`config.mk`:
```
export PLATFORM = sky130hd
export DESIGN_NAME = rv_regfile
export DESIGN_NICKNAME = d
export VERILOG_FILES = /design/src/hdl/rv_core_pkg.sv /design/src/hdl/rv_regfile.sv
export VERILOG_INCLUDE_DIRS = /design/src /design/src/include
export SDC_FILE = /design/constraint.sdc
export NUM_CORES = 2
export LEC_CHECK = 0
export BUFFER_PORTS_ARGS = -buffer_cell sky130_fd_sc_hd__buf_2
export CAP_MARGIN = 20
export CORE_ASPECT_RATIO = 1.1
export CORE_MARGIN = 2
export CORE_UTILIZATION = 50
export DETAILED_ROUTE_END_ITERATION = 10
export GPL_ROUTABILITY_DRIVEN = 0
export PLACE_DENSITY = 0.75
export SLEW_MARGIN = 20
export SYNTH_ARGS = -nofsm -noshare
export SYNTH_HDL_FRONTEND = slang
export SYNTH_SLANG_ARGS = --single-unit
```
`constraint.sdc`:
```
create_clock -name clk -period 2.2 [get_ports clk]
set_clock_uncertainty 0.15 [all_clocks]
set_input_delay 0.22 -clock clk [delete_from_list [all_inputs] [get_ports clk]]
set_output_delay 0.22 -clock clk [all_outputs]
set_load 0.02 [all_outputs]
```
`src/include/rv_defines.svh`:
```
`ifndef RV_DEFINES_SVH
`define RV_DEFINES_SVH

// data and address width
`define RV_XLEN 32

// architectural register file
`define RV_NUM_REGS 32
`define RV_REG_ADDR_W 5

// data memory depth in words, addresses wrap every 256 bytes
`define RV_DMEM_WORDS 64

// pc update
`define RV_PC_STEP 4
`define RV_RESET_PC 0

`endif

```
`src/hdl/rv_core_pkg.sv`:
```
`include "rv_defines.svh"

package rv_core_pkg;

  typedef logic [`RV_XLEN-1:0] word_t;
  typedef logic [`RV_REG_ADDR_W-1:0] reg_addr_t;
  // one bit per byte lane of a word
  typedef logic [`RV_XLEN/8-1:0] byte_en_t;
  typedef logic [$clog2(`RV_XLEN)-1:0] shamt_t;

  typedef logic [3:0] alu_op_t;

  localparam alu_op_t ALU_ADD = 4'd0;
  localparam alu_op_t ALU_SUB = 4'd1;
  localparam alu_op_t ALU_SLL = 4'd2;
  localparam alu_op_t ALU_SLT = 4'd3;
  localparam alu_op_t ALU_SLTU = 4'd4;
  localparam alu_op_t ALU_XOR = 4'd5;
  localparam alu_op_t ALU_SRL = 4'd6;
  localparam alu_op_t ALU_SRA = 4'd7;
  localparam alu_op_t ALU_OR = 4'd8;
  localparam alu_op_t ALU_AND = 4'd9;
  // lui result is the immediate itself
  localparam alu_op_t ALU_PASS_B = 4'd10;

  typedef logic [1:0] wb_sel_t;

  localparam wb_sel_t WB_ALU = 2'd0;
  localparam wb_sel_t WB_LOAD = 2'd1;

endpackage

```
`src/hdl/rv_regfile.sv`:
```
`include "rv_defines.svh"

module rv_regfile (
  input  logic                   clk,
  input  logic                   rst,
  input  rv_core_pkg::reg_addr_t rs1,
  input  rv_core_pkg::reg_addr_t rs2,
  input  rv_core_pkg::reg_addr_t rd,
  input  logic                   we,
  input  rv_core_pkg::word_t     rd_data,
  output rv_core_pkg::word_t     rs1_data,
  output rv_core_pkg::word_t     rs2_data
);

  rv_core_pkg::word_t regs [`RV_NUM_REGS];

  // x0 is cleared by reset and never written, so it reads zero
  assign rs1_data = regs[rs1];
  assign rs2_data = regs[rs2];

  always_ff @(posedge clk) begin
    if (rst) begin
      for (int i = 0; i < `RV_NUM_REGS; i++) begin
        regs[i] <= '0;
      end
    end else if (we && rd != '0) begin
      regs[rd] <= rd_data;
    end
  end

endmodule

```
==> reports/metrics.cfg <==
[synth]
synthCells=4605
synth.top_cells.by_count=edfxtp_1, mux2i_1, and2_1
synth-simple-area-share_pct=15.7
post_synth.cell_area_avg_um2=12.1
synth-xor-area-share_pct=0
synth_top_family_by_area=multiplexers
synthDistinctLibCells=29
synthFlopType=edfxtp_1
yosysSeqAreaShare_pct=55.0
synth_fa_ha_area_share_pct=0
syn_area_um2=55900
ys_async_sr_fraction_pct=0
synth_edf_count=1024
synth_compound_area_share_pct=7.02
synth.top_cell.area_share_pct=55.0
synth-seq-cells=1024
synth.area.mux_share_pct=18.3
yosys-top-cells-area=edfxtp_1, mux2i_1, and2_1, a22oi_1, a22o_1
yosys_warnings=0
synth_top_area_cell=edfxtp_1

[sta]
rsz0062_at_grt=yes
relSlewSlack_pct=60.2
fin_ws_ns=-0.389
setup_viol=64
final-hold-violation-count=0
slew_violations=0
fin_crit_ns=2.59
max_clock_freq_mhz=386
fin_crit_sh_pct=118
tightest_slew_ns=0.597

[hold_path]
holdPathEnd=regs[7][8]
min_from=rd[1]
hold_path_class=primary input to register
worstHoldPathCells=6

[cts]
clk_path_buf_depth=3
htree_levels=3
cts_tree=yes
clock_sinks=1024
cts_root_buffer=clkbuf_16
numCtsBuffers=105
clk_pin_slew_ns=0.07

[placement]
port_buffers=113
dp_slack_ns=-0.186
placed_area_um2=61600
dp_hpwl_um=121000

[pwr]
vdd_ir_drop_max_uv=707
power_mw=48.0
power_leakage_nw=26.4
power_density_nw_per_um2=720

[finish]
nNetsFinal=4896
reg_top3=regs: 1024 flops
area_delta_synth_final_pct=19.4
largest_reg_flops=1024
nFillCells=8539
top_register=regs
regArea_um2=30700
multi_input_area_um2=24400
stdcell_area_um2=66700
drive_above_1_share_pct=18.1

[status]
violations=negative setup slack
status=finished, violations left

[floorplanning]
die_area_um2=114000
die_y_um=355
core_um2=111000
initial_core_util_pct=50.4
pin_count=114
row_count=128
fp.dieW_um=323

[setup_path]
path_class=register to primary output
crit_path_end_kind=primary output
critPathMaxStageDelay_ns=0.41
cp_data_arrival_time_ns=2.22
cp_max_fo=2
crit_family=compound AO/OA/AOI/OAI gates
cp-start-kind=register
crit_buf_inv=2
crit_chain=mux2i_1 > a22o_1 > nor3_2 > a31oi_2 > buf_4 > nand3_4 > buf_6
required_ns=1.83
critPathSlowestCell=edfxtp_1

[detailed_routing]
wl_per_cell_um=30.2
firstDrtPassIters=8
antenna_left=0
drc_errors=0
totalWireLength_um=194000
drt_iter0_drc=5500
vias=41400
viasPerCell=6.43

[grt]
grt_max_degree=49
grt_pass1_vias=41300
grt_antenna_before_repair=13
grt_pass1_wl_um=276000
grt_overflow_total=0
groute.usage.overall_pct=33.4

[run]
drv_cap=0

[placed cells by master, fill, tap and decap left out, types with 8 or more instances in the layout]
cell type,count
clkbuf_16,105
nand2_1,194
nor3_2,46
diode_2,8
a31oi_4,25
a22oi_1,192
a31oi_2,18
nor3_4,12
a21oi_1,192
clkinvlp_4,10
buf_12,159
clkbuf_1,17
buf_4,244
mux2i_1,1023
a31oi_1,21
and2_1,992
nor2_4,30
buf_6,54
clkinv_1,30
edfxtp_1,1024
nand3_2,41
dlygate4sd3_1,33
a22o_1,128
buf_2,57
conb_1,32
clkinv_2,16
bufinv_16,11
or2_2,33
nand3_1,150
[where the power goes]
group | total, mW | leakage (nW) | switching [mW] | internal, mW
Clock | 18.0 | 1.64 | 7.89 | 10.1
Sequential | 23.1 | 9.75 | 0.602 | 22.5
Combinational | 6.91 | 15.0 | 4.14 | 2.76
Total | 48.0 | 26.4 | 12.6 | 35.4
[stage by stage]
step / utilization, % / std cells / hold WS (ns) / setup TNS (ns)
global route: 60.2 / 6432 / 0.324 / -20.01
detailed placement: 55.6 / 6211 / 0.676 / -3.26
CTS: 59.8 / 6435 / 0.257 / -19.02
global placement: 55.6 / 6211 / 0.661 / -2.57
floorplan: - / 4636 / 0.268 / 0
finish: 60.2 / 6440 / 0.314 / -16.33
[how the worst max path moves through the flow]
stage	from	end	cells past startpoint
6_report	regs[7][4]	rs1_data[4]	7
5_1_grt	regs[2][12]	rs2_data[12]	7
4_1_cts	regs[2][4]	rs2_data[4]	7
3_5_place_dp	rs1[0]	rs1_data[4]	9
3_3_place_gp	rs1[0]	rs1_data[4]	9
2_1_floorplan	rst	regs[12][0]	5
[layout make-up]
class	count	area share, %
flip-flops and latches	1024	46.1
multi-input cells	3166	36.6
repair buffers	549	9.39
clock buffers	122	4.03
well taps	1495	2.80
clock inverters	76	1.11
diodes	8	0.0300
[per-layer routing]
metal,track usage [%],up-vias,share of wire (%)
li1,-,17400,-
met1,41.6,20300,35
met5,0,-,0.014
met2,52.2,2955,45
met4,22.5,4,7.4
met3,7.33,742,12
[logic make-up (layout without fill, tap and decap cells)]
group	count (synthesis)	after routing
AND/OR/NAND/NOR	1534	1534
multiplexers	1024	1024
flip-flops	1024	1024
AO/OA/AOI/OAI	576	576
buffers and inverters	446	747
other	1	40
[repair_timing]
| action | in CTS | in global routing |
|---|---|---|
| endpoints found under the setup margin | 64 | 64 |
| hold buffers | 33 | 0 |
| hold endpoints to repair | 1000 | 0 |
| buffers inserted | 6 | 4 |
| pin swaps | 81 | 105 |
| resized for setup | 192 | 102 |
| cloned | 0 | 0 |
Note: power is estimated with default switching activity, not from simulation.
