[src/include/rv_defines.svh]
`ifndef RV_DEFINES_SVH
`define RV_DEFINES_SVH

// data and address width
`define RV_XLEN 32

// architectural register file
`define RV_NUM_REGS 32
`define RV_REG_ADDR_W 5

// data memory depth in words, addresses wrap every 256 bytes
`define RV_DMEM_WORDS 64

// pc update
`define RV_PC_STEP 4
`define RV_RESET_PC 0

`endif

[src/hdl/rv_core_pkg.sv]
`include "rv_defines.svh"

package rv_core_pkg;

  typedef logic [`RV_XLEN-1:0] word_t;
  typedef logic [`RV_REG_ADDR_W-1:0] reg_addr_t;
  // one bit per byte lane of a word
  typedef logic [`RV_XLEN/8-1:0] byte_en_t;
  typedef logic [$clog2(`RV_XLEN)-1:0] shamt_t;

  typedef logic [3:0] alu_op_t;

  localparam alu_op_t ALU_ADD = 4'd0;
  localparam alu_op_t ALU_SUB = 4'd1;
  localparam alu_op_t ALU_SLL = 4'd2;
  localparam alu_op_t ALU_SLT = 4'd3;
  localparam alu_op_t ALU_SLTU = 4'd4;
  localparam alu_op_t ALU_XOR = 4'd5;
  localparam alu_op_t ALU_SRL = 4'd6;
  localparam alu_op_t ALU_SRA = 4'd7;
  localparam alu_op_t ALU_OR = 4'd8;
  localparam alu_op_t ALU_AND = 4'd9;
  // lui result is the immediate itself
  localparam alu_op_t ALU_PASS_B = 4'd10;

  typedef logic [1:0] wb_sel_t;

  localparam wb_sel_t WB_ALU = 2'd0;
  localparam wb_sel_t WB_LOAD = 2'd1;

endpackage

[src/hdl/rv_isa_pkg.sv]
package rv_isa_pkg;

  typedef logic [6:0] opcode_t;
  typedef logic [2:0] funct3_t;
  typedef logic [6:0] funct7_t;

  // major opcodes of the supported subset
  localparam opcode_t OPC_LOAD = 7'b00_000_11;
  localparam opcode_t OPC_STORE = 7'b01_000_11;
  localparam opcode_t OPC_REG_IMM = 7'b00_100_11;
  localparam opcode_t OPC_REG_REG = 7'b01_100_11;
  localparam opcode_t OPC_LUI = 7'b01_101_11;
  localparam opcode_t OPC_AUIPC = 7'b00_101_11;
  localparam opcode_t OPC_SYSTEM = 7'b11_100_11;

  // alu funct3, shared by the immediate and register forms
  localparam funct3_t F3_ADD_SUB = 3'b000;
  localparam funct3_t F3_SLL = 3'b001;
  localparam funct3_t F3_SLT = 3'b010;
  localparam funct3_t F3_SLTU = 3'b011;
  localparam funct3_t F3_XOR = 3'b100;
  localparam funct3_t F3_SRL_SRA = 3'b101;
  localparam funct3_t F3_OR = 3'b110;
  localparam funct3_t F3_AND = 3'b111;

  // load and store access width
  localparam funct3_t F3_BYTE = 3'b000;
  localparam funct3_t F3_HALF = 3'b001;
  localparam funct3_t F3_WORD = 3'b010;
  localparam funct3_t F3_BYTE_U = 3'b100;
  localparam funct3_t F3_HALF_U = 3'b101;

  localparam funct7_t FUNCT7_BASE = 7'b0000000;
  // sub and arithmetic right shifts
  localparam funct7_t FUNCT7_ALT = 7'b0100000;

endpackage

[src/hdl/rv_decode.sv]
module rv_decode (
  input  rv_core_pkg::word_t     buf_insn,
  output rv_core_pkg::reg_addr_t rs1,
  output rv_core_pkg::reg_addr_t rs2,
  output rv_core_pkg::reg_addr_t rd,
  output rv_core_pkg::word_t     imm,
  output rv_core_pkg::alu_op_t   alu_op,
  output logic                   use_imm,
  output logic                   use_pc,
  output logic                   rd_we,
  output logic                   mem_read,
  output logic                   is_ecall,
  output logic                   load_unsigned,
  output logic                   store_en,
  output logic [1:0]             mem_size,
  output rv_core_pkg::wb_sel_t   wb_sel
);

  rv_isa_pkg::opcode_t opcode;
  rv_isa_pkg::funct3_t funct3;
  rv_isa_pkg::funct7_t funct7;
  rv_core_pkg::word_t imm_i;
  rv_core_pkg::word_t imm_s;
  rv_core_pkg::word_t imm_u;
  logic alt;

  assign opcode = buf_insn[6:0];
  assign rd = buf_insn[11:7];
  assign funct3 = buf_insn[14:12];
  assign rs1 = buf_insn[19:15];
  assign rs2 = buf_insn[24:20];
  assign funct7 = buf_insn[31:25];
  assign alt = (funct7 == rv_isa_pkg::FUNCT7_ALT);

  assign imm_i = {{20{buf_insn[31]}}, buf_insn[31:20]};
  assign imm_s = {{20{buf_insn[31]}}, buf_insn[31:25], buf_insn[11:7]};
  assign imm_u = {buf_insn[31:12], 12'b0};

  // width in funct3[1:0], zero extension in funct3[2]
  assign mem_size = funct3[1:0];
  assign load_unsigned = funct3[2];

  always_comb begin
    imm = imm_i;
    alu_op = rv_core_pkg::ALU_ADD;
    use_imm = 1'b0;
    use_pc = 1'b0;
    rd_we = 1'b0;
    mem_read = 1'b0;
    is_ecall = 1'b0;
    store_en = 1'b0;
    wb_sel = rv_core_pkg::WB_ALU;
    case (opcode)
      rv_isa_pkg::OPC_REG_IMM, rv_isa_pkg::OPC_REG_REG: begin
        use_imm = (opcode == rv_isa_pkg::OPC_REG_IMM);
        case (funct3)
          rv_isa_pkg::F3_ADD_SUB: begin
            alu_op = (alt && !use_imm) ? rv_core_pkg::ALU_SUB : rv_core_pkg::ALU_ADD;
          end
          rv_isa_pkg::F3_SLL: alu_op = rv_core_pkg::ALU_SLL;
          rv_isa_pkg::F3_SLT: alu_op = rv_core_pkg::ALU_SLT;
          rv_isa_pkg::F3_SLTU: alu_op = rv_core_pkg::ALU_SLTU;
          rv_isa_pkg::F3_XOR: alu_op = rv_core_pkg::ALU_XOR;
          rv_isa_pkg::F3_SRL_SRA: begin
            alu_op = alt ? rv_core_pkg::ALU_SRA : rv_core_pkg::ALU_SRL;
          end
          rv_isa_pkg::F3_OR: alu_op = rv_core_pkg::ALU_OR;
          default: alu_op = rv_core_pkg::ALU_AND;
        endcase
        // immediate forms check funct7 only on shifts
        if (use_imm && funct3 != rv_isa_pkg::F3_SLL && funct3 != rv_isa_pkg::F3_SRL_SRA) begin
          rd_we = 1'b1;
        end else begin
          rd_we = (funct7 == rv_isa_pkg::FUNCT7_BASE)
                  || (alt && funct3 == rv_isa_pkg::F3_SRL_SRA)
                  || (alt && !use_imm && funct3 == rv_isa_pkg::F3_ADD_SUB);
        end
      end
      rv_isa_pkg::OPC_LUI: begin
        imm = imm_u;
        use_imm = 1'b1;
        alu_op = rv_core_pkg::ALU_PASS_B;
        rd_we = 1'b1;
      end
      rv_isa_pkg::OPC_AUIPC: begin
        imm = imm_u;
        use_imm = 1'b1;
        use_pc = 1'b1;
        rd_we = 1'b1;
      end
      rv_isa_pkg::OPC_LOAD: begin
        use_imm = 1'b1;
        wb_sel = rv_core_pkg::WB_LOAD;
        case (funct3)
          rv_isa_pkg::F3_BYTE, rv_isa_pkg::F3_HALF, rv_isa_pkg::F3_WORD,
          rv_isa_pkg::F3_BYTE_U, rv_isa_pkg::F3_HALF_U: begin
            mem_read = 1'b1;
            rd_we = 1'b1;
          end
          default: mem_read = 1'b0;
        endcase
      end
      rv_isa_pkg::OPC_STORE: begin
        imm = imm_s;
        use_imm = 1'b1;
        store_en = (funct3 == rv_isa_pkg::F3_BYTE) || (funct3 == rv_isa_pkg::F3_HALF)
                   || (funct3 == rv_isa_pkg::F3_WORD);
      end
      rv_isa_pkg::OPC_SYSTEM: begin
        // only the all-zero form is ecall
        is_ecall = (buf_insn[31:7] == 25'd0);
      end
      default: rd_we = 1'b0;
    endcase
  end

endmodule

[config.mk]
export PLATFORM = sky130hd
export DESIGN_NAME = rv_decode
export DESIGN_NICKNAME = d
export VERILOG_FILES = /design/src/hdl/rv_core_pkg.sv /design/src/hdl/rv_isa_pkg.sv /design/src/hdl/rv_decode.sv
export VERILOG_INCLUDE_DIRS = /design/src /design/src/include
export SDC_FILE = /design/constraint.sdc
export NUM_CORES = 1
export LEC_CHECK = 0
export ABC_AREA = 0
export BUFFER_PORTS_ARGS = -buffer_cell sky130_fd_sc_hd__clkbuf_2
export CAP_MARGIN = 20
export CORE_MARGIN = 1.5
export CORE_UTILIZATION = 38
export DETAILED_ROUTE_END_ITERATION = 10
export PLACE_DENSITY = 0.88
export SLEW_MARGIN = 25
export SYNTH_ARGS = -nofsm -noshare
export SYNTH_HDL_FRONTEND = slang
export SYNTH_SLANG_ARGS = --single-unit
[constraint.sdc]
create_clock -name vclk -period 2.9
set_input_delay 0 -clock vclk [all_inputs]
set_output_delay 0 -clock vclk [all_outputs]
set_load 0.03 [all_outputs]
==> Flow_metrics.wiki <==
{| class="wikitable"
! Metric !! Value
|-
| Outcome || finished, final reports clean
|-
| Vias || 1048
|-
| Hold bufs inserted after CTS || 0
|-
| Via density per instance || 4.92
|-
| Via count of the first global-routing pass || 842
|-
| Port Buffers || 93
|-
| Drt first pass iters || 4
|-
| Post-synthesis sequential area ratio || 0%
|-
| Worst Path Required || 2.90 ns
|-
| Initial Util || 40.0%
|-
| Slew Limit Fails || 0
|-
| Max-cap viol count || 0
|-
| Number of nets at the end of the flow || 220
|-
| Synth unique cells || 35
|-
| Register cell area after layout || 0 um^2
|-
| Overflow left after global routing || 0
|-
| Final core utilization || a little under three fifths
|-
| First-pass GRT wire length || between 3 and 4 mm
|-
| Antenna violation net count after detailed routing || 0
|-
| Average wire length per cell after detail routing || 11.5 um
|-
| DRC violations left || 0
|-
| Ports || 94
|-
| Worst supply voltage drop on vdd || between 0.1 and 0.15 mV
|-
| Post-detailed-placement cell area || around 1100 um^2
|-
| RSZ-0062 raised after global routing || false
|-
| Minimum clock period || 1.50 ns
|-
| Largest net degree at the start of global routing || 21
|-
| Total chip power || 209 uW
|-
| Worst slew margin || 54.2%
|-
| Post-synthesis area per instance || 6.48 um^2
|-
| Biggest fanout along the worst timing path || 20
|-
| Die X-Extent || roughly 48 um
|-
| Pwr dens || 192 nW/um^2
|-
| Area added between synthesis and finish || 38.8%
|-
| Last weighted congestion value of the routability-driven placer || 0.795
|-
| Upper clock frequency limit || 668 MHz
|-
| Mapped Nets || about 150
|-
| Die H || 48.4 um
|-
| Setup TNS after final layout || 0 ns
|-
| Pin slew with the least headroom to its limit || a little under 0.7 ns
|-
| Count of sequential standard cells || 0
|-
| Setup-violating endpoint count in the final report || 0
|-
| Critical setup path kind || in2out
|-
| Global router's overall resource usage || 18.9%
|-
| Worst Setup SP || buf_insn[6]
|-
| P_leak || 0.000707 uW
|-
| Number of antenna violations at the first check in global routing || 0
|-
| Floorplan core area || 1960 um^2
|-
| Row cnt || 16
|-
| Yosys warning total || 0
|-
| Setup Fix Bufs, Post-CTS || 0
|-
| Detailed Route WL || roughly 2.4 mm
|-
| Sort of element at the end of the critical path || output port
|-
| Clock buffer instance count of the final layout || 0
|-
| Number of antenna repair diodes || 0
|-
| Final non-filler cell area || 1090 um^2
|-
| Sort of element at the start of the critical path || input pin
|-
| Hpwl dp || 1.99 mm
|-
| Data arrival time of the critical path || 1.50 ns
|-
| Die ar. || 2350 um^2
|-
| Drt initial violations || 22
|-
| Launch point of the worst hold path || buf_insn[31]
|-
| Fin crit share || 51.6%
|-
| Synthesized cell area || 785 um^2
|-
| Fraction of final layout cells with drive strength greater than 1 || between 50% and 60%
|-
| Gate count of the mapped netlist || 121
|-
| Post-cts sizing count || 0
|-
| Worst hold-check path type || in2out
|-
| Count of final hold-check violations || 0
|}
[area by class of cell]
type / count / area, um^2
fill: 215 / 873
timing repair buffer: 94 / 473
inverter: 7 / 26.3
tap: 27 / 33.8
multi-input combinational: 85 / 556
[placed cells by master (no fill, tap or decap)]
master and n:
sky130_fd_sc_hd__conb_1 1, sky130_fd_sc_hd__o31ai_1 1, sky130_fd_sc_hd__nor3_2 1, sky130_fd_sc_hd__clkbuf_2 93, sky130_fd_sc_hd__and2b_1 1, sky130_fd_sc_hd__nor4_1 3, sky130_fd_sc_hd__nand3b_1 1, sky130_fd_sc_hd__inv_1 7
sky130_fd_sc_hd__o211ai_1 1, sky130_fd_sc_hd__nor3b_1 1, sky130_fd_sc_hd__nand4_1 1, sky130_fd_sc_hd__and2_1 6, sky130_fd_sc_hd__a21oi_1 3, sky130_fd_sc_hd__nand3_1 8, sky130_fd_sc_hd__mux2_2 1, sky130_fd_sc_hd__and4bb_2 2
sky130_fd_sc_hd__nor4b_1 1, sky130_fd_sc_hd__and3_1 1, sky130_fd_sc_hd__nor4_2 1, sky130_fd_sc_hd__o21ai_0 8, sky130_fd_sc_hd__a211oi_1 1, sky130_fd_sc_hd__and2_2 1, sky130_fd_sc_hd__nand2_1 7, sky130_fd_sc_hd__and2b_2 2
sky130_fd_sc_hd__o32a_1 1, sky130_fd_sc_hd__buf_4 1, sky130_fd_sc_hd__or4_4 1, sky130_fd_sc_hd__a211o_1 1, sky130_fd_sc_hd__o31ai_2 1, sky130_fd_sc_hd__or2_2 1, sky130_fd_sc_hd__nor2_1 6, sky130_fd_sc_hd__nor3_1 2
sky130_fd_sc_hd__a21o_1 19
[metal layers]
layer / global-route usage [%] / routed length (um)
met4: 0.476 / 11
met2: 34.5 / 1150
met5: 0 / 0
met3: 3.70 / 229
met1: 24.4 / 1060
[report_power, final]
| group | internal [uW] | total (uW) | switching [uW] |
|---|---|---|---|
| logic | 65.5 | 209 | 144 |
| clock network | 0 | 0 | 0 |
| registers | 0 | 0 | 0 |
[worst paths after layout]
kind	slack, ns	depth (start not counted)	to
max	1.40	6	alu_op[1]
min	0.27	2	imm[31]
[cells in the mapped netlist (2+ instances only)]
master                      n  area, um^2
sky130_fd_sc_hd__a21oi_1    3        15.0
sky130_fd_sc_hd__nand2_1    7        26.3
sky130_fd_sc_hd__inv_1      7        26.3
sky130_fd_sc_hd__buf_2      3        15.0
sky130_fd_sc_hd__and4bb_2   2        25.0
sky130_fd_sc_hd__nor4_1     3        18.8
sky130_fd_sc_hd__o21ai_0    8        40.0
sky130_fd_sc_hd__and2b_2    2        17.5
sky130_fd_sc_hd__nand3_1    8        40.0
sky130_fd_sc_hd__nor3_1     2        10.0
sky130_fd_sc_hd__clkbuf_1   3        11.3
sky130_fd_sc_hd__nor2_1     6        22.5
sky130_fd_sc_hd__and2_1     6        37.5
sky130_fd_sc_hd__buf_4     22         165
sky130_fd_sc_hd__a21o_1    19         143
[worst max-delay path, stage by stage]
cell and delay (ns):
sky130_fd_sc_hd__clkbuf_2 0.11, sky130_fd_sc_hd__and4bb_2 0.30, sky130_fd_sc_hd__and3_1 0.61, sky130_fd_sc_hd__nand2_1 0.14
sky130_fd_sc_hd__o21ai_0 0.11, sky130_fd_sc_hd__clkbuf_2 0.23
[metrics by stage]
stage / hold slack (ns) / std cells / setup WS, ns
floorplan: 0.132 / 121 / 1.43
global placement: 0.274 / 213 / 1.44
detailed placement: 0.276 / 213 / 1.40
CTS: 0.276 / 213 / 1.40
global route: 0.283 / 213 / 1.29
finish: 0.272 / 213 / 1.40
[logic make-up after synthesis]
kind of cell | synth area share [%]
other cells | 0.478
simple gates | 36.8
mux | 1.44
compound gates | 32.1
buf+inv | 29.2
No activity file was read; power rests on OpenSTA's default activity.
