### src/include/rv_defines.svh
`ifndef RV_DEFINES_SVH
`define RV_DEFINES_SVH

// data and address width
`define RV_XLEN 32

// architectural register file
`define RV_NUM_REGS 32
`define RV_REG_ADDR_W 5

// data memory depth in words, addresses wrap every 256 bytes
`define RV_DMEM_WORDS 64

// pc update
`define RV_PC_STEP 4
`define RV_RESET_PC 0

`endif

### src/hdl/rv_core_pkg.sv
`include "rv_defines.svh"

package rv_core_pkg;

  typedef logic [`RV_XLEN-1:0] word_t;
  typedef logic [`RV_REG_ADDR_W-1:0] reg_addr_t;
  // one bit per byte lane of a word
  typedef logic [`RV_XLEN/8-1:0] byte_en_t;
  typedef logic [$clog2(`RV_XLEN)-1:0] shamt_t;

  typedef logic [3:0] alu_op_t;

  localparam alu_op_t ALU_ADD = 4'd0;
  localparam alu_op_t ALU_SUB = 4'd1;
  localparam alu_op_t ALU_SLL = 4'd2;
  localparam alu_op_t ALU_SLT = 4'd3;
  localparam alu_op_t ALU_SLTU = 4'd4;
  localparam alu_op_t ALU_XOR = 4'd5;
  localparam alu_op_t ALU_SRL = 4'd6;
  localparam alu_op_t ALU_SRA = 4'd7;
  localparam alu_op_t ALU_OR = 4'd8;
  localparam alu_op_t ALU_AND = 4'd9;
  // lui result is the immediate itself
  localparam alu_op_t ALU_PASS_B = 4'd10;

  typedef logic [1:0] wb_sel_t;

  localparam wb_sel_t WB_ALU = 2'd0;
  localparam wb_sel_t WB_LOAD = 2'd1;

endpackage

### src/hdl/rv_fetch.sv
`include "rv_defines.svh"

module rv_fetch (
  input  logic               clk,
  input  logic               rst,
  input  logic               insn_valid,
  input  rv_core_pkg::word_t insn,
  input  logic               ecall_retire,
  output logic               buf_valid,
  output rv_core_pkg::word_t buf_pc,
  output rv_core_pkg::word_t buf_insn,
  output logic               halt
);

  rv_core_pkg::word_t pc;
  logic accept;

  // an ecall leaving execute closes the stream, so it is the last retire
  assign accept = insn_valid && !halt && !ecall_retire;

  always_ff @(posedge clk) begin
    if (rst) begin
      pc <= `RV_RESET_PC;
      buf_valid <= 1'b0;
      halt <= 1'b0;
    end else begin
      buf_valid <= accept;
      if (accept) begin
        pc <= pc + `RV_PC_STEP;
      end
      // sticky until reset
      if (ecall_retire) begin
        halt <= 1'b1;
      end
    end
  end

  // decode buffer payload
  always_ff @(posedge clk) begin
    if (accept) begin
      buf_pc <= pc;
      buf_insn <= insn;
    end
  end

endmodule

### config.mk
export PLATFORM = sky130hd
export DESIGN_NAME = rv_fetch
export DESIGN_NICKNAME = d
export VERILOG_FILES = /design/src/hdl/rv_core_pkg.sv /design/src/hdl/rv_fetch.sv
export VERILOG_INCLUDE_DIRS = /design/src /design/src/include
export SDC_FILE = /design/constraint.sdc
export NUM_CORES = 1
export LEC_CHECK = 0
export BUFFER_PORTS_ARGS = -buffer_cell sky130_fd_sc_hd__buf_2
export CAP_MARGIN = 20
export CORE_MARGIN = 8
export CORE_UTILIZATION = 51
export DETAILED_ROUTE_END_ITERATION = 12
export GPL_TIMING_DRIVEN = 0
export HOLD_SLACK_MARGIN = 0.03
export PLACE_DENSITY = 0.83
export SKIP_LAST_GASP = 1
export SLEW_MARGIN = 5
export SYNTH_ARGS = -nofsm -noshare
export SYNTH_HDL_FRONTEND = slang
export SYNTH_SLANG_ARGS = --single-unit
export TNS_END_PERCENT = 10
### constraint.sdc
create_clock -name clk -period 7 [get_ports clk]
set_input_delay 0.7 -clock clk [delete_from_list [all_inputs] [get_ports clk]]
set_output_delay 0.7 -clock clk [all_outputs]
set_load 0.005 [all_outputs]
==> results of run 1 <==
-- kinds of logic (layout without fill, tap and decap cells) --
family                   count (synthesis)  count (layout)  synth area share
AND/OR/NAND/NOR                         79              79             0.143
flip-flops                              94              94             0.731
AO/OA/AOI/OAI                           38              38            0.0651
XOR/XNOR                                 8               8            0.0205
other                                    1               2           0.00110
adder cells (fa/ha/maj)                  1               1           0.00365
multiplexers                             3               3           0.00950
buffers and inverters                   15             135            0.0267
-- synth_stat cells (all sizes together) --
| cell | count | share of area |
|---|---|---|
| o21ai | 6 | 0.0088 |
| edfxtp | 62 | 0.54 |
| dfxtp | 32 | 0.19 |
| or4 | 13 | 0.029 |
| xor2 | 6 | 0.015 |
| nor3b | 1 | 0.0022 |
| a21oi | 19 | 0.028 |
| and4bb | 1 | 0.0037 |
| ha | 1 | 0.0037 |
| o31ai | 13 | 0.029 |
| nand4 | 13 | 0.033 |
| and3 | 3 | 0.0055 |
| nand2 | 10 | 0.011 |
| mux2 | 2 | 0.0066 |
| buf | 8 | 0.019 |
| clkbuf | 4 | 0.0044 |
| inv | 3 | 0.0033 |
| mux2i | 1 | 0.0029 |
| conb | 1 | 0.0011 |
| or3 | 6 | 0.011 |
| and2 | 4 | 0.0073 |
| nor2b | 3 | 0.0055 |
| and4 | 3 | 0.0077 |
| nand3 | 7 | 0.010 |
| nor2 | 13 | 0.014 |
| nor3 | 1 | 0.0015 |
| nor4 | 1 | 0.0018 |
| xnor2 | 2 | 0.0051 |
-- placed cells by master (no fill, tap or decap), types with 4 or more instances in the layout --
| cell type | Yosys | routed |
|---|---|---|
| buf_2 | 1 | 99 |
| edfxtp_1 | 62 | 62 |
| dfxtp_1 | 32 | 32 |
| a21oi_1 | 19 | 19 |
| o31ai_1 | 13 | 13 |
| or4_1 | 13 | 13 |
| nor2_1 | 13 | 13 |
| nand4_1 | 11 | 11 |
| nand2_1 | 10 | 10 |
| clkbuf_8 | 0 | 10 |
| buf_4 | 5 | 9 |
| nand3_1 | 7 | 7 |
| o21ai_0 | 6 | 6 |
| or3_1 | 6 | 6 |
| xor2_1 | 6 | 6 |
| and2_1 | 4 | 4 |
| clkbuf_1 | 4 | 4 |
-- cell type report --
cell class / count / area, um2 / share of cell area
sequential: 94 / 2500 / 0.581
inverter: 3 / 11.3 / 0.00261
multi-input combinational: 131 / 838 / 0.195
tap: 80 / 100 / 0.0232
clock buffer: 10 / 138 / 0.0320
buffer: 12 / 80.1 / 0.0186
timing repair buffer: 104 / 547 / 0.127
clock inverter: 6 / 90.1 / 0.0209
-- worst max-delay path by stage --
stage,slack [ns],to,depth (start not counted)
6_report,4.91,buf_pc[23],6
5_1_grt,4.77,buf_pc[23],6
4_1_cts,4.87,buf_pc[23],6
3_5_place_dp,4.48,buf_pc[28],6
3_3_place_gp,-0.98,pc[4],5
2_1_floorplan,0.77,pc[4],4
-- metrics by stage --
step | cell area (um2) | cells | total power, W | utilization
after floorplan | 3430 | 240 | 0.000634 | -
after global placement | 4020 | 418 | 0.000658 | 0.605
after detailed placement | 4080 | 424 | 0.000659 | 0.614
after CTS | 4310 | 440 | 0.00105 | 0.648
after global routing | 4310 | 440 | 0.00108 | 0.648
final | 4310 | 440 | 0.00104 | 0.648
-- flip-flops by register name, summed over array words and instances (netlist names) --
name / count
buf_insn: 32
buf_pc: 30
pc: 30
buf_valid: 1
halt: 1
-- routing by layer --
metal	track usage	up-vias
met5	0	-
met2	0.236	104
met1	0.177	1103
met3	0.0434	12
met4	0.0743	0
li1	-	1149
-- power by group --
| group | leakage, nW | switching [W] | internal, W |
|---|---|---|---|
| Combinational | 0.705 | 0.0000205 | 0.0000191 |
| Sequential | 0.860 | 0.00000354 | 0.000603 |
| Clock | 0.113 | 0.000183 | 0.000213 |
==> metrics.md, run 1 <==
| Metric | Value |
|---|---|
| Met1 WL | `around 3 mm` |
| Fin nets | `roughly 400` |
| Max Fanout on Critical Path | `13` |
| GR Util All Layers | `0.147` |
| Delay-heaviest family, CP | `buffers and inverters` |
| Largest net degree at the start of global routing | `17` |
| Met3 wire len | `between 500 and 600 um` |
| Setup TNS | `0 ns` |
| Distinct cells, synth | `31` |
| Clk root buf | `clkbuf_8` |
| Critical R2R Launch | `halt` |
| R2R cell count | `5` |
| CP Launch Point | `ecall_retire` |
| Routed Antenna Nets | `0` |
| Fmax | `479 MHz` |
| First-pass GRT wire length | `~11 mm` |
| Final wirelength | `approximately 7.0 mm` |
| Num CTS Buffers | `9` |
| Power Density | `between 200 and 250 nW/um2` |
| Die ar. | `9590 um2` |
| Post-CTS Resized | `0` |
| Htree depth | `3` |
| Outcome | `completed` |
| Min-delay src | `pc[9]` |
| Fill cell count | `roughly 500` |
| Worst hold-check path type | `flip-flop to flip-flop` |
| Register area share after synthesis | `0.731` |
| Min Tclk post-route | `2.09 ns` |
| Crit-path slowest cell | `nor3b_2` |
| GRT overflow | `0` |
| Cell mode on critical path | `buf_4` |
| Warning count from the yosys run | `0` |
| DR top layer | `met4` |
| Hold path cells | `0` |
| Layout cells sized above 1 | `0.369` |
| Worst-margin pin slew | `approximately 0.59 ns` |
| Worst vdd ir | `0.101 mV` |
| Pre-antenna DRT Iters | `4` |
| # rows | `30` |
| Clock Latency Late Sink | `between 0.3 and 0.4 ns` |
| Setup Skew | `0.0129 ns` |
| Vias in the first global route | `approximately 2300` |
| Setup crit start kind | `primary input` |
| Synth Area per Inst | `14.3 um2` |
| Metal2 WL | `~3.3 mm` |
| Yosys reg bits | `94` |
| Drt wl/cell | `roughly 16 um` |
| Crit end category | `flip-flop` |
| Path type of the worst setup path | `primary input to flip-flop` |
| Final period utilization | `0.298` |
| Core Area | `6640 um2` |
| Setup violators final | `0` |
| # hold bufs at CTS | `0` |
| Fin Hold WS | `approximately 0.43 ns` |
| Final count of hold timing violations | `0` |
| Remaining DRCs | `0` |
| Buf+Inv Stages, Crit Path | `5` |
| Die W | `a little under 100 um` |
| Vias | `around 2400` |
| DR vias/cell | `5.38` |
| Max-slew headroom | `0.607` |
| Reg2Reg Setup Slack | `approximately 5.0 ns` |
| Post-Synthesis Cell Area | `roughly 3400 um2` |
| Static Leak | `about 1.7 nW` |
| Post-place setup slack | `4.48 ns` |
| Max-Cap Viols | `0` |
| Routability cong. | `roughly 0.78` |
| N_diodes | `0` |
| Starting density of the core | `0.515` |
| Max clock buf depth | `2` |
| Critical Path Max Stage Delay | `around 0.5 ns` |
| Area grow syn2layout | `25.8%` |
| CTS sink count | `94` |
| Hold path endpoint | `buf_pc[9]` |
| Cell Chain, Critical Path | `buf_2, nor3b_2, buf_4, buf_8, buf_4, buf_6` |
| Port Buffer Count | `98` |
| Initial antenna violation count | `0` |
| Final Slew Violations | `0` |
| Hpwl dp | `between 5 and 6 mm` |
| CP arrival | `2.15 ns` |
| Iter 0 DRT Violations | `137` |
| RSZ-0062 raised after global routing | `false` |
| Die Ht | `about 100 um` |
| Final worst setup slack | `slightly below 5 ns` |
| Worst-path clk slew | `0.09 ns` |
| Required time of the critical path | `~7.1 ns` |
| Reg-to-Reg End | `buf_pc[23]` |
| Io pins | `slightly above 100` |
| CTS tree | `yes` |
| Post-synthesis cell count | `around 240` |
| Total setup buffers inserted after CTS | `0` |
(Power assumes the default switching activity.)
==> inputs of run 2 (changes only) <==
==> constraint.sdc (replaced) <==
create_clock -name clk -period 1.95 [get_ports clk]
set_input_delay 0.195 -clock clk [delete_from_list [all_inputs] [get_ports clk]]
set_output_delay 0.195 -clock clk [all_outputs]
set_load 0.005 [all_outputs]
==> run 2 against run 1 <==
- die area stayed put
- clock power grew to 3.3 times the previous value
- sequential power grew to 3.6 times the previous value
- sequential share of layout area is 4.2 points lower
- routed wire length is 19% higher
- clock-buffer cell count is 1 lower
- global-route usage is 2.9 points higher
- flip-flop and latch count stayed put
- largest cell class unchanged
- largest power group unchanged
==> metrics.md, run 2 (synthesis results as in run 1) <==
| Metric | Value |
|---|---|
| Outcome | `completed` |
| Layout cells sized above 1 | `0.342 (-0.0276)` |
| Worst vdd ir | `0.388 mV (+280%)` |
| Final count of hold timing violations | `0 (unchanged)` |
| Crit end category | `flip-flop` |
| Final Slew Violations | `0 (unchanged)` |
| Starting density of the core | `0.515 (unchanged)` |
| N_diodes | `0 (unchanged)` |
| Routed Antenna Nets | `0 (unchanged)` |
| CP arrival | `1.92 ns (-0.23 ns)` |
| Worst-path clk slew | `0.09 ns (about the same)` |
| Required time of the critical path | `2.03 ns (-5.03 ns)` |
| Remaining DRCs | `0 (unchanged)` |
| Iter 0 DRT Violations | `136 (-0.73%)` |
| Htree depth | `3 (unchanged)` |
| Worst hold-check path type | `primary input to flip-flop` |
| Path type of the worst setup path | `flip-flop to flip-flop` |
| Final wirelength | `8.31 mm (+19%)` |
| Die W | `97.9 um (unchanged)` |
| Largest register by flop count | `buf_insn` |
| Worst-margin pin slew | `0.706 ns (+0.119 ns)` |
| Initial antenna violation count | `0 (unchanged)` |
| Clk root buf | `clkbuf_8` |
| Area grow syn2layout | `35.6%` |
| CTS sink count | `94 (unchanged)` |
| Num CTS Buffers | `9 (unchanged)` |
| # rows | `30 (unchanged)` |
| CTS tree | `yes` |
| Placed Area | `4100 um2 (+0.49%)` |
| First-pass GRT wire length | `13.3 mm (+16%)` |
| GRT overflow | `0 (unchanged)` |
| Most common library cell in the layout ignoring fill and taps | `buf_2` |
| GR Util All Layers | `0.176 (+0.0289)` |
| Max-slew headroom | `0.529 (-0.0783)` |
| Fmax | `~540 MHz` |
| Fin nets | `424 (+8.2%)` |
| Fin Hold WS | `0.120 ns (-0.315 ns)` |
| Setup violators final | `0 (unchanged)` |
| Max-Cap Viols | `0 (unchanged)` |
| Reg2Reg Setup Slack | `0.11 ns (-4.89 ns)` |
| Pre-antenna DRT Iters | `5 (+1)` |
| Max clock buf depth | `2 (unchanged)` |
| Core Area | `6640 um2 (unchanged)` |
| Routability cong. | `0.777 (-0.89%)` |
| Hpwl dp | `5.29 mm (+3.4%)` |
| Die ar. | `9590 um2 (unchanged)` |
| Biggest regs | `buf_insn: 32 flops, buf_pc: 30 flops, pc: 30 flops` |
| Setup Skew | `0.00784 ns (-0.00503 ns)` |
| Port Buffer Count | `98 (unchanged)` |
| Power Density | `798 nW/um2 (+230%)` |
| Max Fanout on Critical Path | `18 (+5)` |
| Drt wl/cell | `17.6 um (+11%)` |
| DR vias/cell | `5.40 (+0.42%)` |
| Util after Layout | `0.698 (+0.0503)` |
| Io pins | `102 (unchanged)` |
| Final period utilization | `0.945` |
| Max reg flops | `32 (unchanged)` |
| Die Ht | `97.9 um (unchanged)` |
| Min Tclk post-route | `~1.8 ns` |
| Most frequent cells in the layout | `buf_2 (99), edfxtp_1 (62), dlygate4sd3_1 (32)` |
| Clock Latency Late Sink | `0.36 ns (about the same)` |
| Setup crit start kind | `flip-flop` |
| Vias | `2551 (+7.7%)` |
| Largest net degree at the start of global routing | `19 (+2)` |
| Vias in the first global route | `2552 (+9.2%)` |
| Fin area | `4640 um2 (+7.8%)` |
| RSZ-0062 raised after global routing | `true` |
| Power after layout | `0.00370 W (+260%)` |
| Static Leak | `1.80 nW (+7.2%)` |
run 2: cell count changes in the layout (fill, tap and decap cells not counted), moves of 2 or more:
cell	change
inv_8	+2
clkinvlp_4	+3
buf_4	-2
inv_6	-2
dlygate4sd3_1	+32
run 2: final timing paths:
| kind | startpoint | endpoint | cells after the start |
|---|---|---|---|
| setup / recovery | halt | buf_insn[8] | 4 |
| hold / removal | ecall_retire | halt | 3 |
| setup reg to reg | halt | buf_insn[8] | 4 |
| hold reg to reg | pc[9] | buf_pc[9] | 0 |
run 2: worst max-delay path: stages, from the launching register on:
cell,delay (ns)
dfxtp_2,0.35
nor3b_4,0.60
buf_6,0.25
buf_8,0.18
buf_16,0.17
run 2: final cells by class:
class,count,area (um2)
fillers,444,2000
multi-input cells,131,845
plain buffers,12,80.1
clock buffers,9,124
well taps,80,100
repair buffers,136,895
clock inverters,7,82.6
flip-flops and latches,94,2500
inverters,3,11.3
run 2: per-stage QoR:
step | instances | worst slack [ns] | TNS, ns
after floorplan | 240 | -0.615 | -33.93
after global placement | 418 | -1.23 | -72.13
after detailed placement | 422 | 0.0847 | 0
after CTS | 470 | 0.0676 | 0
after global routing | 472 | -0.0602 | -0.0971
final | 472 | 0.106 | 0
run 2: power by group:
group | leakage [nW] | total [W] | switching (W) | internal, W
registers | 0.861 | 0.00218 | 0.0000148 | 0.00216
clock network | 0.0915 | 0.00132 | 0.000711 | 0.000609
logic | 0.847 | 0.000205 | 0.0000906 | 0.000115
run 2: timing repair:
item	4_1_cts	5_1_grt
gates resized for setup	0	0
hold buffers	32	0
endpoints found under the hold margin	32	0
buffers inserted	0	2
endpoints found under the setup margin	0	17
run 2: layer usage:
layer / wire length, um / up-vias / global-route usage
met5: 0 / - / 0
met4: 189 / 0 / 0.0947
met3: 602 / 15 / 0.0391
met2: 4380 / 106 / 0.311
met1: 3130 / 1221 / 0.193
li1: - / 1209 / -
