`config.mk`:
```
export PLATFORM = sky130hd
export DESIGN_NAME = rv_alu
export DESIGN_NICKNAME = d
export VERILOG_FILES = /design/src/hdl/rv_core_pkg.sv /design/src/hdl/rv_alu.sv
export VERILOG_INCLUDE_DIRS = /design/src /design/src/include
export SDC_FILE = /design/constraint.sdc
export NUM_CORES = 1
export LEC_CHECK = 0
export ABC_CLOCK_PERIOD_IN_PS = 7900
export CORE_MARGIN = 2
export CORE_UTILIZATION = 40
export DETAILED_ROUTE_END_ITERATION = 8
export DONT_BUFFER_PORTS = 1
export GPL_TIMING_DRIVEN = 0
export PLACE_DENSITY = 0.52
export SYNTH_ARGS = -nofsm -noshare
export SYNTH_HDL_FRONTEND = slang
export SYNTH_SLANG_ARGS = --single-unit
```
`constraint.sdc`:
```
create_clock -name vclk -period 7.9
set_input_delay 1.58 -clock vclk [all_inputs]
set_output_delay 1.58 -clock vclk [all_outputs]
set_load 0.02 [all_outputs]
```
`src/include/rv_defines.svh`:
```
`ifndef RV_DEFINES_SVH
`define RV_DEFINES_SVH

// data and address width
`define RV_XLEN 32

// architectural register file
`define RV_NUM_REGS 32
`define RV_REG_ADDR_W 5

// data memory depth in words, addresses wrap every 256 bytes
`define RV_DMEM_WORDS 64

// pc update
`define RV_PC_STEP 4
`define RV_RESET_PC 0

`endif

```
`src/hdl/rv_core_pkg.sv`:
```
`include "rv_defines.svh"

package rv_core_pkg;

  typedef logic [`RV_XLEN-1:0] word_t;
  typedef logic [`RV_REG_ADDR_W-1:0] reg_addr_t;
  // one bit per byte lane of a word
  typedef logic [`RV_XLEN/8-1:0] byte_en_t;
  typedef logic [$clog2(`RV_XLEN)-1:0] shamt_t;

  typedef logic [3:0] alu_op_t;

  localparam alu_op_t ALU_ADD = 4'd0;
  localparam alu_op_t ALU_SUB = 4'd1;
  localparam alu_op_t ALU_SLL = 4'd2;
  localparam alu_op_t ALU_SLT = 4'd3;
  localparam alu_op_t ALU_SLTU = 4'd4;
  localparam alu_op_t ALU_XOR = 4'd5;
  localparam alu_op_t ALU_SRL = 4'd6;
  localparam alu_op_t ALU_SRA = 4'd7;
  localparam alu_op_t ALU_OR = 4'd8;
  localparam alu_op_t ALU_AND = 4'd9;
  // lui result is the immediate itself
  localparam alu_op_t ALU_PASS_B = 4'd10;

  typedef logic [1:0] wb_sel_t;

  localparam wb_sel_t WB_ALU = 2'd0;
  localparam wb_sel_t WB_LOAD = 2'd1;

endpackage

```
`src/hdl/rv_alu.sv`:
```
module rv_alu (
  input  rv_core_pkg::word_t   a,
  input  rv_core_pkg::word_t   b,
  input  rv_core_pkg::alu_op_t op,
  output rv_core_pkg::word_t   result
);

  rv_core_pkg::shamt_t shamt;

  // shifts use only the low bits of b
  assign shamt = b[$bits(rv_core_pkg::shamt_t)-1:0];

  always_comb begin
    case (op)
      rv_core_pkg::ALU_ADD: begin
        result = a + b;
      end
      rv_core_pkg::ALU_SUB: begin
        result = a - b;
      end
      rv_core_pkg::ALU_SLL: begin
        result = a << shamt;
      end
      rv_core_pkg::ALU_SLT: begin
        result = {31'b0, $signed(a) < $signed(b)};
      end
      rv_core_pkg::ALU_SLTU: begin
        result = {31'b0, a < b};
      end
      rv_core_pkg::ALU_XOR: begin
        result = a ^ b;
      end
      rv_core_pkg::ALU_SRL: begin
        result = a >> shamt;
      end
      rv_core_pkg::ALU_SRA: begin
        result = $signed(a) >>> shamt;
      end
      rv_core_pkg::ALU_OR: begin
        result = a | b;
      end
      rv_core_pkg::ALU_AND: begin
        result = a & b;
      end
      rv_core_pkg::ALU_PASS_B: begin
        result = b;
      end
      default: begin
        result = '0;
      end
    endcase
  end

endmodule

```
==> flow_summary.ini, run 1 <==
[critical_path]
cp.required_ps = 6320
critPathLaunchType = primary input
startpoint = b[2]
criticalPathCategory = primary input to output port
setup.worst_path.end_class = output port
cp_max_fo = 11
crit_arrival_ps = 6330

[route]
vias = 12470
route.detailed.drc = 0
ant_nets = 0
viasPerCell = 7.256
routedWlPerCell_um = 32.54
routed_wirelength_um = 55900
drtIter0Drc = 1971
firstDrtPassIters = 8

[status]
violations = setup timing
status = complete, but fails checks

[worst_hold_path]
hold_path.class = primary input to output port
worstHoldStart = b[23]

[layout]
nClkBuffers = 0
regArea_um2 = 0
seq_cells = 0
synthToLayoutAreaGrowth_pct = 3.868
drive_above_1_share_pct = 6.490
nets = 1605
antennaDiodeCount = 0

[place]
hpwl_um = 45680
io_buffers = 0
gp_congestion = 1.040

[run]
maxCapViolCount = 0

[logic_synthesis]
synth_warnings = 0
synth.distinct_cells = 74
syn_area_per_cell_um2 = 6.473
netlist_area_um2 = 9283
syn_inst = 1434
ys_seq_area_share_pct = 0
synth_nets = 1604

[die]
die_w_um = 156.3
rows = 55
io_pins = 100
die-area_um2 = 24440
die_y_um = 156.3
core-area_um2 = 22710
initial_utilization_pct = 40.88

[timing]
rsz0062_at_grt = false
tightest_slew_ps = 1263
fmax_mhz = 126.4
fin_crit_sh_pct = 100.1
period_needed_ps = 7910
hold_slack_ps = 3509
hold_violations = 0
setup_violations = 1
maxSlewViolCount = 0
fin_ws_ps = -10.22
slew_headroom_pct = 14.93
tns_ps = -10.22

[power_and_ir_drop]
p_per_area_nw_per_um2 = 79.12
ir_drop_v = 0.00002864
p_total_mw = 0.7629
p_leak_nw = 3.968

[grt]
overflow = 0
grt_max_degree = 12
grt_antenna_before_repair = 0
grt.total_usage_pct = 44.55
grt_pass1_wl_um = 79880
grt_pass1_vias = 11490

[clock_tree]
postCtsHoldBufs = 0
==> synth_stat cells (4+ instances only) <==
cell type | n | area [µm²]
nor4_1 | 15 | 93.84
buf_4 | 5 | 37.54
o21bai_1 | 9 | 67.56
a2111oi_0 | 4 | 35.03
o221a_2 | 4 | 45.04
a21oi_1 | 138 | 690.7
o31ai_1 | 10 | 75.07
nand2_1 | 141 | 529.3
o21a_1 | 10 | 75.07
nand4_1 | 10 | 62.56
buf_2 | 21 | 105.1
clkbuf_1 | 73 | 274.0
a222oi_1 | 13 | 130.1
buf_1 | 9 | 33.78
mux2_2 | 15 | 168.9
nor2_1 | 183 | 686.9
mux4_2 | 27 | 608.1
ha_1 | 100 | 1251
nor3_1 | 40 | 200.2
and2_1 | 13 | 81.33
or2_2 | 7 | 43.79
o22ai_1 | 18 | 112.6
o2111ai_1 | 14 | 122.6
nand3_1 | 27 | 135.1
mux2i_1 | 55 | 550.5
o21ai_0 | 108 | 540.5
and3_1 | 7 | 43.79
a21o_1 | 14 | 105.1
o31a_1 | 6 | 52.55
a22oi_1 | 12 | 90.09
a221o_1 | 7 | 70.07
xnor2_1 | 13 | 113.9
o211ai_1 | 35 | 262.8
o221ai_1 | 12 | 105.1
inv_1 | 103 | 386.6
nor2b_1 | 18 | 112.6
a211o_1 | 7 | 61.31
a211oi_1 | 18 | 135.1
nand2b_1 | 12 | 75.07
a221oi_1 | 20 | 175.2
or3_1 | 11 | 68.82
a31oi_1 | 17 | 106.4
==> path summary, 6_finish.rpt <==
path                      to  slack [ps]  cells after the start
setup / recovery  result[14]         -10                     14
hold / removal    result[23]        3510                      3
==> stage by stage <==
step / setup WS [ps] / util [%] / std cells / cell area [µm²]
after global routing: 29.46 / 42.46 / 1718 / 9642
after CTS: 14.29 / 42.45 / 1719 / 9639
after global placement: 0.5462 / 42.45 / 1719 / 9639
after floorplan: 1258 / - / 1434 / 9283
final: -10.22 / 42.46 / 1718 / 9642
after detailed placement: 24.76 / 42.45 / 1719 / 9639
==> metal layers <==
| layer | global-route usage, % | part of all wire [%] | up-vias |
|---|---|---|---|
| li1 | - | - | 5350 |
| met1 | 60.34 | 39 | 5950 |
| met2 | 68.32 | 42 | 993 |
| met3 | 8.779 | 13 | 172 |
| met4 | 19.75 | 5.8 | 0 |
| met5 | 0 | 0 | - |
==> final cells by class <==
class,count,area (µm²)
inverters,104,390.4
fillers,2525,13070
well taps,285,356.6
plain buffers,109,470.5
multi-input cells,1220,8424
==> layout by cell type (no fill, tap or decap), drive strengths merged, types with 12 or more instances in the layout <==
cell type and count:
nor2 183, nand2 141, a21oi 138, o21ai 109, inv 104, ha 100, clkbuf 73, mux2i 55
nor3 40, buf 36, o211ai 35, mux4 28, nand3 27, a221oi 20, nor2b 18, o22ai 18
a211oi 18, a31oi 18, nor4 16, mux2 15, a21o 14, o2111ai 14, and2 13, xnor2 13
a222oi 13, nand2b 12, a22oi 12, o221ai 12, or3 12
==> where the power goes <==
part | internal, mW | total, mW | switching (mW)
Clock | 0 | 0 | 0
Sequential | 0 | 0 | 0
Combinational | 0.235 | 0.763 | 0.528
Total | 0.235 | 0.763 | 0.528
==> what timing repair did <==
action / 4_1_cts / 5_1_grt
buffers inserted: 0 / 0
gates resized for setup: 0 / 3
setup endpoints to repair: 0 / 13
hold endpoints to repair: 0 / 0
==> cell families (layout without fill, tap and decap cells) <==
| group | after synthesis | after routing | share of synthesized area [%] |
|---|---|---|---|
| buffers and inverters | 214 | 213 | 9.300 |
| adder cells (fa/ha/maj) | 102 | 102 | 13.91 |
| XOR/XNOR | 14 | 14 | 1.321 |
| AND/OR/NAND/NOR | 494 | 494 | 24.15 |
| AO/OA/AOI/OAI | 512 | 512 | 36.73 |
| multiplexers | 98 | 98 | 14.58 |
==> worst max-delay path, cell delays in order <==
cell and delay [ps]:
clkbuf_1 200, inv_2 260, buf_1 550, clkbuf_2 440, ha_1 290, buf_2 170, nor2b_1 150, o31a_1 270
o21ai_1 370, o41ai_2 190, a31oi_1 440, o32ai_1 140, o21ai_0 680, o2111ai_1 580
(Power assumes the default switching activity.)
==> run 2: changes to the inputs <==
--- a/config.mk
+++ b/config.mk
@@ -7,7 +7,6 @@
 export NUM_CORES = 1
 export LEC_CHECK = 0
 export ABC_CLOCK_PERIOD_IN_PS = 7900
-export CORE_MARGIN = 2
 export CORE_UTILIZATION = 40
 export DETAILED_ROUTE_END_ITERATION = 8
 export DONT_BUFFER_PORTS = 1
==> constraint.sdc (replaced) <==
create_clock -name vclk -period 7.9
set_input_delay 1.975 -clock vclk [all_inputs]
set_output_delay 1.975 -clock vclk [all_outputs]
set_load 0.02 [all_outputs]
==> flow_summary.ini, run 2 (same netlist as run 1, synthesis figures left out) <==
[critical_path]
criticalPathCategory = primary input to output port
cp.required_ps = 5930
critPathLaunchType = primary input
setup.worst_path.end_class = output port
worstSetupEndpoint = result[25]
crit_arrival_ps = 5900
cp_max_fo = 11
startpoint = b[3]

[place]
hpwl_um = 45460
gp_congestion = 1.057
io_buffers = 0
post-place-ws_ps = -741.6

[layout]
seq_cells = 0
synthToLayoutAreaGrowth_pct = 5.082
mostFrequentLayoutCell = nor2_1
utilization_pct = 42.95
drive_above_1_share_pct = 7.644
regArea_um2 = 0
final_cell_mix = 183 x nor2_1, 141 x nand2_1, 137 x a21oi_1, 103 x o21ai_0, 101 x inv_1
nClkBuffers = 0
antennaDiodeCount = 0
nets = 1611

[grt]
overflow = 0
grt.total_usage_pct = 45.38
grt_pass1_vias = 11400
grt_max_degree = 19
grt_antenna_before_repair = 0
grt_pass1_wl_um = 79520

[die]
io_pins = 100
die_w_um = 154.3
initial_utilization_pct = 40.88
core-area_um2 = 22710
die-area_um2 = 23820
rows = 55
die_y_um = 154.3

[timing]
setup_violations = 0
period_needed_ps = 7873
tightest_slew_ps = 1223
hold_violations = 0
hold_slack_ps = 4352
fin_crit_sh_pct = 99.66
rsz0062_at_grt = false
tns_ps = 0
fin_ws_ps = 27.06
maxSlewViolCount = 0
fmax_mhz = 127.0
slew_headroom_pct = 17.81

[route]
vias = 12440
route.detailed.drc = 0
drtIter0Drc = 1869
routed_wirelength_um = 55460
routedWlPerCell_um = 32.17
ant_nets = 0
viasPerCell = 7.213
firstDrtPassIters = 7

[power_and_ir_drop]
p_leak_nw = 4.011
p_per_area_nw_per_um2 = 79.05
ir_drop_v = 0.00002937

[status]
status = finished clean

[worst_hold_path]
hold_path.class = primary input to output port
hold_path_depth = 3

[run]
maxCapViolCount = 0

[clock_tree]
postCtsHoldBufs = 0
run 2: changes by cell type in the layout (fill, tap and decap cells not counted), moves of 2 or more:
cell        delta
a221oi_1       -2
a221oi_2       +2
clkbuf_1       -2
buf_4          +8
inv_1          -2
o21ai_1        +3
o21ai_0        -4
clkinvlp_4     +2
run 2: layer usage:
layer / track usage [%] / up-vias / part of all wire [%] / wire length, µm
met5: 0 / - / 0 / 0
met4: 23.39 / 0 / 6.2 / 3441
met3: 7.369 / 171 / 12 / 6819
met2: 68.94 / 954 / 42 / 23160
met1: 61.64 / 5977 / 40 / 22040
li1: - / 5333 / - / -
run 2: power breakdown:
group	total [mW]	internal, mW	switching [mW]
sequential	0	0	0
combinational	0.771	0.240	0.531
clock	0	0	0
run 2: metrics by stage:
stage | area (µm²) | std cells | total power, mW
2_1_floorplan | 9283 | 1434 | 0.5024
3_3_place_gp | 9639 | 1719 | 0.7296
3_5_place_dp | 9639 | 1719 | 0.7254
4_1_cts | 9649 | 1717 | 0.7307
5_1_grt | 9754 | 1724 | 0.8099
6_report | 9754 | 1724 | 0.7711
run 2: what timing repair did:
action,CTS,global route
endpoints found under the setup margin,21,16
setup buffers,0,8
resized for setup,8,14
run 2: worst min-delay path by stage:
stage,slack [ps],start,endpoint
final,4350,b[9],result[9]
after global routing,4370,b[23],result[23]
after CTS,4360,b[9],result[9]
after detailed placement,4360,b[9],result[9]
after global placement,4350,b[9],result[9]
after floorplan,4240,b[23],result[23]
run 2: critical path, cell delays in order:
cell        delay [ps]
buf_2              280
clkinvlp_4         290
clkbuf_2           280
ha_1               310
buf_2              180
nand3_1             90
nand2_1            110
o21ai_0            330
nand2_1            180
a221oi_2           430
o31a_1             430
o21ai_0            200
mux2_2             310
o211ai_1           490
run 2: cell type report:
class | instances | area [µm²]
Buffer | 107 | 464.2
Tap cell | 285 | 356.6
Fill cell | 2554 | 12950
Inverter | 104 | 400.4
Multi-Input combinational cell | 1220 | 8473
Timing Repair Buffer | 8 | 60.06
==> run 3: changes to the inputs <==
--- a/config.mk
+++ b/config.mk
@@ -7,11 +7,13 @@
 export NUM_CORES = 1
 export LEC_CHECK = 0
 export ABC_CLOCK_PERIOD_IN_PS = 7900
+export BUFFER_PORTS_ARGS = -buffer_cell sky130_fd_sc_hd__buf_4
+export CELL_PAD_IN_SITES_DETAIL_PLACEMENT = 1
+export CELL_PAD_IN_SITES_GLOBAL_PLACEMENT = 1
 export CORE_UTILIZATION = 40
 export DETAILED_ROUTE_END_ITERATION = 8
-export DONT_BUFFER_PORTS = 1
 export GPL_TIMING_DRIVEN = 0
-export PLACE_DENSITY = 0.52
+export PLACE_DENSITY = 0.75
 export SYNTH_ARGS = -nofsm -noshare
 export SYNTH_HDL_FRONTEND = slang
 export SYNTH_SLANG_ARGS = --single-unit
==> flow_summary.ini, run 3 (same netlist as run 1, synthesis figures left out) <==
[grt]
grt.total_usage_pct = 48.56
grt_pass1_vias = 12940
grt_antenna_before_repair = 0
overflow = 0
grt_max_degree = 19
grt_pass1_wl_um = 86030

[layout]
nets = 1706
drive_above_1_share_pct = 13.62
antennaDiodeCount = 0
post-route-cell-area_um2 = 10510
mostFrequentLayoutCell = nor2_1
synthToLayoutAreaGrowth_pct = 13.22
seq_cells = 0
nFillCells = 3131
final_cell_mix = 183 x nor2_1, 141 x nand2_1, 137 x a21oi_1, 109 x buf_4, 106 x o21ai_0
nClkBuffers = 0
regArea_um2 = 0

[timing]
slew_headroom_pct = 24.28
fin_crit_sh_pct = 99.94
tns_ps = 0
fin_ws_ps = 5.026
fmax_mhz = 126.7
setup_violations = 0
hold_violations = 0
period_needed_ps = 7895
maxSlewViolCount = 0
rsz0062_at_grt = false
tightest_slew_ps = 1125
hold_slack_ps = 4498

[route]
firstDrtPassIters = 9
routedWlPerCell_um = 32.44
route.detailed.drc = 0
viasPerCell = 7.308
ant_nets = 0
routed_wirelength_um = 59010
drtIter0Drc = 1754
vias = 13290

[critical_path]
crit_chain = buf_4 > clkbuf_1 > inv_4 > ha_1 > buf_2 > nor2b_1 > o31a_1 > o21ai_2 > o41ai_4 > a41oi_2 > o22ai_1 > o21ai_0 > o2111ai_1 > buf_4
crit_slowest_cell = o21ai_0
crit_buf_inv = 5
setup.worst_path.end_class = output port
critPathLaunchType = primary input
crit_top_cell = buf_4
cp_max_fo = 28
cp.required_ps = 5930
criticalPathCategory = primary input to output port
critPathTopFamily = compound AO/OA/AOI/OAI gates
cpPeakStageDelay_ps = 580
startpoint = b[2]
crit_arrival_ps = 5920

[power_and_ir_drop]
p_per_area_nw_per_um2 = 84.94
ir_drop_v = 0.00003812
p_leak_nw = 4.491
p_total_mw = 0.8927

[place]
post-place-ws_ps = -916.3
io_buffers = 100
gp_congestion = 1.082
hpwl_um = 48070
post_dp_cell_area_um2 = 10390

[worst_hold_path]
hold_path.class = primary input to output port
worstHoldStart = b[23]
hold_path_end = result[23]
hold_path_depth = 5

[die]
die_w_um = 154.3
initial_utilization_pct = 40.88
die_y_um = 154.3
core-area_um2 = 22710
io_pins = 100
rows = 55
die-area_um2 = 23820

[clock_tree]
postCtsHoldBufs = 0

[run]
maxCapViolCount = 0

[status]
status = finished clean
## run 3: layer usage
layer	vias up	part of all wire, %	track usage, %
li1	5536	-	-
met1	6478	39	64.03
met2	1021	42	74.35
met3	258	13	9.695
met4	0	6.7	26.07
met5	-	0	0
## run 3: where the power goes
| group | internal (mW) | total, mW | switching (mW) |
|---|---|---|---|
| Clock | 0 | 0 | 0 |
| Combinational | 0.292 | 0.893 | 0.601 |
| Sequential | 0 | 0 | 0 |
| Total | 0.292 | 0.893 | 0.601 |
## run 3: how the worst max path moves through the flow
stage	endpoint	slack (ps)	depth (start not counted)
after floorplan	result[24]	470	15
after global placement	result[23]	-890	16
after detailed placement	result[27]	-920	17
after CTS	result[31]	-30	15
after global routing	result[31]	10	15
final	result[20]	5	14
## run 3: area by class of cell
type | instances | area (µm²) | share of cell area, %
Buffer | 106 | 461.7 | 4.393
Inverter | 104 | 400.4 | 3.810
Multi-Input combinational cell | 1220 | 8511 | 80.98
Tap cell | 285 | 356.6 | 3.393
Timing Repair Buffer | 104 | 780.7 | 7.429
## run 3: timing repair
action | CTS | global route
pin swaps | 0 | 1
buffers inserted | 1 | 3
cloned | 0 | 0
setup endpoints to repair | 23 | 14
gates resized for setup | 14 | 9
## run 3: stage by stage
| stage | utilization, % | cells |
|---|---|---|
| after global routing | 46.28 | 1819 |
| after CTS | 45.98 | 1818 |
| after global placement | 45.75 | 1819 |
| after detailed placement | 45.75 | 1819 |
| after floorplan | - | 1434 |
| final | 46.28 | 1819 |
